[config.mk]
export PLATFORM = sky130hd
export DESIGN_NAME = zx_top
export DESIGN_NICKNAME = d
export VERILOG_FILES = /design/src/zx_bus_pkg.sv /design/src/zx_mem_pkg.sv /design/src/bus_readback.sv /design/src/io_decode.sv /design/src/mem_map.sv /design/src/sys_clkrst.sv /design/src/win_pager.sv /design/src/zx_top.sv
export SDC_FILE = /design/constraint.sdc
export NUM_CORES = 1
export LEC_CHECK = 0
export CAP_MARGIN = 20
export CORE_MARGIN = 2
export CORE_UTILIZATION = 35
export CTS_CLUSTER_DIAMETER = 150
export CTS_CLUSTER_SIZE = 14
export DETAILED_ROUTE_END_ITERATION = 8
export DONT_BUFFER_PORTS = 1
export HOLD_SLACK_MARGIN = 0.06
export PLACE_DENSITY = 0.53
export SYNTH_ARGS = -nofsm -noshare
export SYNTH_HDL_FRONTEND = slang
export SYNTH_HIERARCHICAL = 1
export SYNTH_SLANG_ARGS = --single-unit
export TNS_END_PERCENT = 5
[constraint.sdc]
create_clock -name fclk -period 7.4 [get_ports fclk]
set_clock_uncertainty 0.1 [all_clocks]
set_input_delay 0.37 -clock fclk [delete_from_list [all_inputs] [get_ports fclk]]
set_output_delay 0.37 -clock fclk [all_outputs]
set_load 0.02 [all_outputs]
[src/zx_bus_pkg.sv]
//////////////////////////////////////////////////
// z80 bus types: access kinds, bus cycle record
// and the I/O port and trap constants
//////////////////////////////////////////////////

`default_nettype none

package zx_bus_pkg;

	// kind of bus cycle, one per strobe
	typedef enum logic [2:0]
	{
		ACC_M1     = 3'd0,
		ACC_MEM_RD = 3'd1,
		ACC_MEM_WR = 3'd2,
		ACC_IO_RD  = 3'd3,
		ACC_IO_WR  = 3'd4
	} acc_kind_e;

	// one complete bus cycle as seen by the core
	typedef struct packed
	{
		logic [15:0] addr;
		logic [7:0]  wdata;
		acc_kind_e   kind;
	} z80_acc_t;

	// data returned to the cpu on I/O reads
	typedef logic [7:0] io_rd_t;

	// page port xxF7, written with the window in a[15:14]
	localparam logic [7:0] PORT_PAGE_LO = 8'hF7;

	// readback port xxBE, selector in the high byte
	localparam logic [7:0] PORT_RDBACK_LO = 8'hBE;

	// fetch from 3Dxx in ROM switches DOS on
	localparam logic [7:0] DOS_TRAP_HI = 8'h3D;

endpackage

`default_nettype wire

[src/zx_mem_pkg.sv]
//////////////////////////////////////////////////
// memory side types: window configuration,
// translated requests and reset values
//////////////////////////////////////////////////

`default_nettype none

package zx_mem_pkg;

	// four 16K windows across the z80 address space
	localparam int NUM_WIN = 4;

	// window config, same layout as the port byte
	typedef struct packed
	{
		logic       zero;
		logic       rom;
		logic [5:0] page;
	} win_cfg_t;

	// translated memory access going out to ROM or RAM
	typedef struct packed
	{
		logic        csrom;
		logic [4:0]  rompg;
		logic [19:0] ram_addr;
		logic        wr;
	} mem_req_t;

	// DOS is off after reset
	localparam logic DOS_RST = 1'b0;

	// window n starts at page n, only window 0 maps ROM
	function automatic win_cfg_t win_rst_cfg(input int unsigned win);
		win_cfg_t cfg;
		cfg.zero = 1'b0;
		cfg.rom  = (win == 0);
		cfg.page = 6'(win);
		return cfg;
	endfunction

endpackage

`default_nettype wire

[src/bus_readback.sv]
//////////////////////////////////////////////////
// I/O read data: window readback port and FF
// for everything else
//////////////////////////////////////////////////

`timescale 1ns/1ps
`default_nettype none

module bus_readback (
	input  wire                  fclk,
	input  wire                  core_rst_n,
	input  wire                  rdback_stb,
	input  wire [7:0]            rdback_sel,
	input  wire                  unmapped_stb,
	input  zx_mem_pkg::win_cfg_t win [zx_mem_pkg::NUM_WIN],
	input  wire                  dos,
	output logic                 rd_valid,
	output zx_bus_pkg::io_rd_t   rd_data
);

	// selector just past the windows gives the flags byte
	localparam logic [7:0] SEL_FLAGS = 8'(zx_mem_pkg::NUM_WIN);

	logic [zx_mem_pkg::NUM_WIN-1:0] rom_bits;
	zx_bus_pkg::io_rd_t             rd_nxt;

	// rom flags, window 3 in the top bit
	always_comb
	begin
		for (int i = 0; i < zx_mem_pkg::NUM_WIN; i++)
			rom_bits[i] = win[i].rom;
	end

	always_comb
	begin
		if (unmapped_stb)
			rd_nxt = 8'hFF;
		else if (rdback_sel < SEL_FLAGS)
			rd_nxt = zx_bus_pkg::io_rd_t'(win[rdback_sel[1:0]]);
		else if (rdback_sel == SEL_FLAGS)
			rd_nxt = {3'b000, dos, rom_bits};
		else
			rd_nxt = 8'hFF;
	end

	always_ff @(posedge fclk)
	begin
		if (!core_rst_n)
			rd_valid <= 1'b0;
		else
			rd_valid <= rdback_stb | unmapped_stb;
	end

	always_ff @(posedge fclk)
	begin
		if (rdback_stb || unmapped_stb)
			rd_data <= rd_nxt;
	end

endmodule

`default_nettype wire

[src/io_decode.sv]
//////////////////////////////////////////////////
// splits each bus strobe into page write,
// readback, unmapped read or memory access
//////////////////////////////////////////////////

`timescale 1ns/1ps
`default_nettype none

module io_decode (
	input  wire                                    acc_stb,
	input  zx_bus_pkg::z80_acc_t                   acc,
	output logic [zx_mem_pkg::NUM_WIN-1:0]         page_wr,
	output zx_mem_pkg::win_cfg_t                   page_data,
	output logic                                   rdback_stb,
	output logic [7:0]                             rdback_sel,
	output logic                                   unmapped_stb,
	output logic                                   mem_stb,
	output zx_bus_pkg::z80_acc_t                   mem_acc
);

	logic [7:0] port_lo;

	assign port_lo = acc.addr[7:0];

	always_comb
	begin
		page_wr      = '0;
		rdback_stb   = 1'b0;
		unmapped_stb = 1'b0;
		mem_stb      = 1'b0;

		if (acc_stb)
		begin
			case (acc.kind)
				zx_bus_pkg::ACC_M1,
				zx_bus_pkg::ACC_MEM_RD,
				zx_bus_pkg::ACC_MEM_WR:
					mem_stb = 1'b1;
				zx_bus_pkg::ACC_IO_WR:
				begin
					// window picked by a[15:14]
					if (port_lo == zx_bus_pkg::PORT_PAGE_LO)
						page_wr[acc.addr[15:14]] = 1'b1;
				end
				zx_bus_pkg::ACC_IO_RD:
				begin
					if (port_lo == zx_bus_pkg::PORT_RDBACK_LO)
						rdback_stb = 1'b1;
					else
						unmapped_stb = 1'b1;
				end
				default:
					;
			endcase
		end
	end

	// payloads ride along, only the strobes qualify them
	assign page_data  = zx_mem_pkg::win_cfg_t'(acc.wdata);
	assign rdback_sel = acc.addr[15:8];
	assign mem_acc    = acc;

endmodule

`default_nettype wire

[src/mem_map.sv]
//////////////////////////////////////////////////
// memory access translation to ROM/RAM requests,
// plus the DOS flag switched by M1 fetches
//////////////////////////////////////////////////

`timescale 1ns/1ps
`default_nettype none

module mem_map (
	input  wire                  fclk,
	input  wire                  core_rst_n,
	input  wire                  mem_stb,
	input  zx_bus_pkg::z80_acc_t mem_acc,
	input  zx_mem_pkg::win_cfg_t win [zx_mem_pkg::NUM_WIN],
	output logic                 mem_valid,
	output zx_mem_pkg::mem_req_t mem,
	output logic                 dos
);

	zx_mem_pkg::win_cfg_t sel;
	zx_mem_pkg::mem_req_t req;
	logic                 is_m1;
	logic                 dos_on;
	logic                 dos_off;

	assign sel   = win[mem_acc.addr[15:14]];
	assign is_m1 = (mem_acc.kind == zx_bus_pkg::ACC_M1);

	//////////////////////////////////////////////////
	// request forming
	//////////////////////////////////////////////////

	always_comb
	begin
		req = '0;
		if (sel.rom)
		begin
			// old DOS value, the flag change applies afterwards
			req.csrom = 1'b1;
			req.rompg = {sel.page[3:0], dos};
		end
		else
		begin
			req.ram_addr = {sel.page, mem_acc.addr[13:0]};
		end
		req.wr = (mem_acc.kind == zx_bus_pkg::ACC_MEM_WR);
	end

	always_ff @(posedge fclk)
	begin
		if (!core_rst_n)
			mem_valid <= 1'b0;
		else
			mem_valid <= mem_stb;
	end

	always_ff @(posedge fclk)
	begin
		if (mem_stb)
			mem <= req;
	end

	//////////////////////////////////////////////////
	// DOS flag
	//////////////////////////////////////////////////

	assign dos_on  = is_m1 && sel.rom && (mem_acc.addr[15:8] == zx_bus_pkg::DOS_TRAP_HI);
	assign dos_off = is_m1 && !sel.rom;

	always_ff @(posedge fclk)
	begin
		if (!core_rst_n)
			dos <= zx_mem_pkg::DOS_RST;
		else if (mem_stb && dos_on)
			dos <= 1'b1;
		else if (mem_stb && dos_off)
			dos <= 1'b0;
	end

endmodule

`default_nettype wire

[src/sys_clkrst.sv]
//////////////////////////////////////////////////
// reset stretcher, bus reset output and the
// AY clock divider
//////////////////////////////////////////////////

`timescale 1ns/1ps
`default_nettype none

module sys_clkrst #(
	parameter int RST_CNT_SIZE = 6,
	parameter int AY_DIV_BITS  = 4
)(
	input  wire  fclk,
	input  wire  rst_n,
	output logic core_rst_n,
	output logic res,
	output logic ay_clk
);

	// msb sets after 2**RST_CNT_SIZE cycles of rst_n high
	logic [RST_CNT_SIZE:0]  rst_cnt;
	logic [AY_DIV_BITS-1:0] ay_cnt;

	always_ff @(posedge fclk)
	begin
		if (!rst_n)
			rst_cnt <= '0;
		else if (!rst_cnt[RST_CNT_SIZE])
			rst_cnt <= rst_cnt + 1'b1;
	end

	assign core_rst_n = rst_cnt[RST_CNT_SIZE];
	assign res        = ~core_rst_n;

	// free running divider, parked at zero in reset
	always_ff @(posedge fclk)
	begin
		if (!core_rst_n)
			ay_cnt <= '0;
		else
			ay_cnt <= ay_cnt + 1'b1;
	end

	assign ay_clk = ay_cnt[AY_DIV_BITS-1];

endmodule

`default_nettype wire

[src/win_pager.sv]
//////////////////////////////////////////////////
// page register of one 16K address window
//////////////////////////////////////////////////

`timescale 1ns/1ps
`default_nettype none

module win_pager #(
	parameter int unsigned WIN = 0
)(
	input  wire                  fclk,
	input  wire                  core_rst_n,
	input  wire                  wr_stb,
	input  zx_mem_pkg::win_cfg_t wr_data,
	output zx_mem_pkg::win_cfg_t cfg
);

	// reset page and rom flag depend on the window index
	localparam zx_mem_pkg::win_cfg_t CFG_RST = zx_mem_pkg::win_rst_cfg(WIN);

	zx_mem_pkg::win_cfg_t cfg_q;

	// load on the write edge, visible from the next cycle
	always_ff @(posedge fclk)
	begin
		if (!core_rst_n)
		begin
			cfg_q <= CFG_RST;
		end
		else if (wr_stb)
		begin
			// top bit is reserved, always reads back 0
			cfg_q.zero <= 1'b0;
			cfg_q.rom  <= wr_data.rom;
			cfg_q.page <= wr_data.page;
		end
	end

	assign cfg = cfg_q;

endmodule

`default_nettype wire

[src/zx_top.sv]
//////////////////////////////////////////////////
// paging core top level
//////////////////////////////////////////////////

`timescale 1ns/1ps
`default_nettype none

module zx_top #(
	parameter int RST_CNT_SIZE = 6,
	parameter int AY_DIV_BITS  = 4
)(
	input  wire                  fclk,
	input  wire                  rst_n,
	input  wire                  acc_stb,
	input  zx_bus_pkg::z80_acc_t acc,
	output logic                 mem_valid,
	output zx_mem_pkg::mem_req_t mem,
	output logic                 rd_valid,
	output zx_bus_pkg::io_rd_t   rd_data,
	output logic                 res,
	output logic                 ay_clk
);

	logic                           core_rst_n;
	logic [zx_mem_pkg::NUM_WIN-1:0] page_wr;
	zx_mem_pkg::win_cfg_t           page_data;
	logic                           rdback_stb;
	logic [7:0]                     rdback_sel;
	logic                           unmapped_stb;
	logic                           mem_stb;
	zx_bus_pkg::z80_acc_t           mem_acc;
	zx_mem_pkg::win_cfg_t           win_cfg [zx_mem_pkg::NUM_WIN];
	logic                           dos;

	sys_clkrst #(
		.RST_CNT_SIZE (RST_CNT_SIZE),
		.AY_DIV_BITS  (AY_DIV_BITS )
	) u_clkrst (
		.fclk       (fclk      ),
		.rst_n      (rst_n     ),
		.core_rst_n (core_rst_n),
		.res        (res       ),
		.ay_clk     (ay_clk    )
	);

	io_decode u_decode (
		.acc_stb      (acc_stb     ),
		.acc          (acc         ),
		.page_wr      (page_wr     ),
		.page_data    (page_data   ),
		.rdback_stb   (rdback_stb  ),
		.rdback_sel   (rdback_sel  ),
		.unmapped_stb (unmapped_stb),
		.mem_stb      (mem_stb     ),
		.mem_acc      (mem_acc     )
	);

	//////////////////////////////////////////////////
	// window page registers
	//////////////////////////////////////////////////

	for (genvar g = 0; g < zx_mem_pkg::NUM_WIN; g++)
	begin : gen_win
		win_pager #(
			.WIN (g)
		) u_pager (
			.fclk       (fclk      ),
			.core_rst_n (core_rst_n),
			.wr_stb     (page_wr[g]),
			.wr_data    (page_data ),
			.cfg        (win_cfg[g])
		);
	end

	mem_map u_map (
		.fclk       (fclk      ),
		.core_rst_n (core_rst_n),
		.mem_stb    (mem_stb   ),
		.mem_acc    (mem_acc   ),
		.win        (win_cfg   ),
		.mem_valid  (mem_valid ),
		.mem        (mem       ),
		.dos        (dos       )
	);

	bus_readback u_rdback (
		.fclk         (fclk        ),
		.core_rst_n   (core_rst_n  ),
		.rdback_stb   (rdback_stb  ),
		.rdback_sel   (rdback_sel  ),
		.unmapped_stb (unmapped_stb),
		.win          (win_cfg     ),
		.dos          (dos         ),
		.rd_valid     (rd_valid    ),
		.rd_data      (rd_data     )
	);

endmodule

`default_nettype wire

==> run summary <==
Hold WC Path Type -> input port to flip-flop
critical path, cell by cell -> nand2b_1 > a21oi_4 > or4b_1 > nor3_1 > o221a_1
wire length on met2 -> 3.64 mm
vias in the first global route -> 2287
crit-path max cell delay -> 0.71 ns
CTS tree -> built
status -> complete, no violations
Worst IR Drop VDD -> 0.0746 mV
CTS Buf Count -> 9
Ys Warns -> 6
synthesized area per cell -> 11.8 µm²
clock sink total -> 77
Final Cycle Share -> 25.9%
Vias/cell -> 5.04
Post-Syn Area -> 3930 µm²
Initial Utilization -> 36.1%
row count -> 38
Final Setup Violations -> 0
Routed WL per cell -> 17.8 µm
PostCTS Resize Cnt -> 0
maximum net fanout on the critical path -> 29
Post-Place Cells -> 426
final cell count without fillers -> 447
DIE AREA -> 12100 µm²
final slew viol count -> 0
Req. time, crit path -> 7.60 ns
GP Congestion -> 0.719
antenna violations before repair -> 0
area grow syn2layout -> 1.78%
Final ANT Viol Nets -> 0
Port Buf Inserts -> 0
setup bufs post-CTS -> 0
critical path startpoint category -> input port
crit path DAT -> 2.12 ns
clk slew on worst S/H paths -> 0.08 ns
Final Hold Viols -> 0
Post-Route WL -> 7.95 mm
Max Buffers Root-to-Sink -> 2
# fillers -> 1054
max_cap viols -> 0
Slowest cell on crit path -> a21oi_4
Initial DRC Count -> 141
Final Worst Setup Slack -> 5.48 ns
critical path class -> input port to flip-flop
Slew Limit Headroom -> 38.6%
setup TNS -> 0 ns
largest net degree at the start of global routing -> 31
H-tree depth -> 3
pre-CTS WS -> 5.10 ns
nets@finish -> 334
Remaining Overflow, GRT -> 0
antenna cell count -> 0
global-route wire length before repair -> 12.5 mm
DR WL met3 -> 689 µm
share of cells above drive strength 1 -> 17.9%
Die Wd -> 110 µm
Tot GR Track Use -> 14.0%
met1 wire length -> 3.55 mm
root buf cell -> clkbuf_8
io pins -> 69
RSZ-0062 raised after global routing -> no
Syn Nets -> 365
Setup crit end kind -> flip-flop
via count -> 2254
PD cells -> 197 nW/µm²
detailed-router iteration count before antenna repair -> 4
worst-skew pair later-pin latency -> 0.36 ns
static leakage -> 1.25 nW
hold_buf cts -> 4
post-layout util -> 36.8%
Top Metal Used -> met4
DRC violations left -> 0
Max Fclk -> 521 MHz
Vert. Die Dim -> 110 µm
worst slew pin tran -> 0.919 ns
Fin Hold WS -> 0.0858 ns
post-layout min period -> 1.92 ns
DP Wirelength -> 5.21 mm
Syn Inst Count -> 333
area of the core -> 10900 µm²
final timing paths:
check             depth (start not counted)                                      to  slack (ns)                                    from
hold reg to reg                           1           u_clkrst/ay_cnt[0]$_SDFF_PN0_        0.37           u_clkrst/ay_cnt[0]$_SDFF_PN0_
setup / recovery                          5                  u_map/dos$_SDFFE_PN0P_        5.48                                  acc[2]
setup reg to reg                          2             u_map/mem[21]$_SDFFCE_PN0P_        5.67  gen_win[3].u_pager/cfg[6]$_SDFFE_PN0P_
hold / removal                            2  gen_win[2].u_pager/cfg[3]$_SDFFE_PN0P_        0.09                                  acc[6]
power breakdown:
group	switching, W	total (W)	internal (W)
Sequential	0.0000120	0.000465	0.000453
Clock	0.000152	0.000292	0.000140
Combinational	0.0000155	0.0000325	0.0000171
Total	0.000179	0.000789	0.000610
sequential cells by signal (all words and copies together) (netlist names):
signal               count
u_rdback/rd_data         8
u_clkrst/ay_cnt          4
gen_win.u_pager/cfg     28
u_clkrst/rst_cnt         7
u_map/dos                1
u_rdback/rd_valid        1
u_map/mem_valid          1
u_map/mem               27
cell type report:
class	count	area [µm²]	area share, %
flip-flops and latches	77	1890	47.3
clock inverters	2	10.0	0.250
well taps	140	175	4.38
clock buffers	14	163	4.06
repair buffers	10	87.6	2.19
multi-input cells	203	1670	41.8
inverters	1	3.75	0.0938
metrics by stage:
step | power [W] | cell area (µm²)
2_1_floorplan | 0.000521 | 3930
3_3_place_gp | 0.000504 | 3780
3_5_place_dp | 0.000505 | 3780
4_1_cts | 0.000798 | 3990
5_1_grt | 0.000830 | 4000
6_report | 0.000789 | 4000
cells in the final DEF (no fill, tap or decap), drive strengths merged, types with 2 or more instances in the layout:
cell / instances
a21oi: 5
a21o: 2
mux2i: 29
dfxtp: 42
nand2b: 3
edfxtp: 35
o21ai: 9
clkbuf: 14
mux4: 7
nor2b: 49
xnor2: 5
nor2: 4
nand4bb: 4
nand2: 16
mux2: 5
or3b: 6
nand4b: 10
ha: 2
a211oi: 3
buf: 5
nand3: 3
conb: 4
nor4: 4
and2: 12
dlygate4sd3: 5
clkinv: 2
o32ai: 3
nand4: 3
nor3: 3
worst max-delay path: cells and delay by family:
kind	cells	cell delay, ns
compound gates	2	0.90
simple gates	3	0.84
layer usage:
| layer | vias up | GRT usage [%] |
|---|---|---|
| li1 | 1083 | - |
| met4 | 0 | 4.70 |
| met1 | 1101 | 17.9 |
| met5 | - | 0 |
| met3 | 5 | 6.58 |
| met2 | 65 | 20.9 |
(Power assumes the default switching activity.)
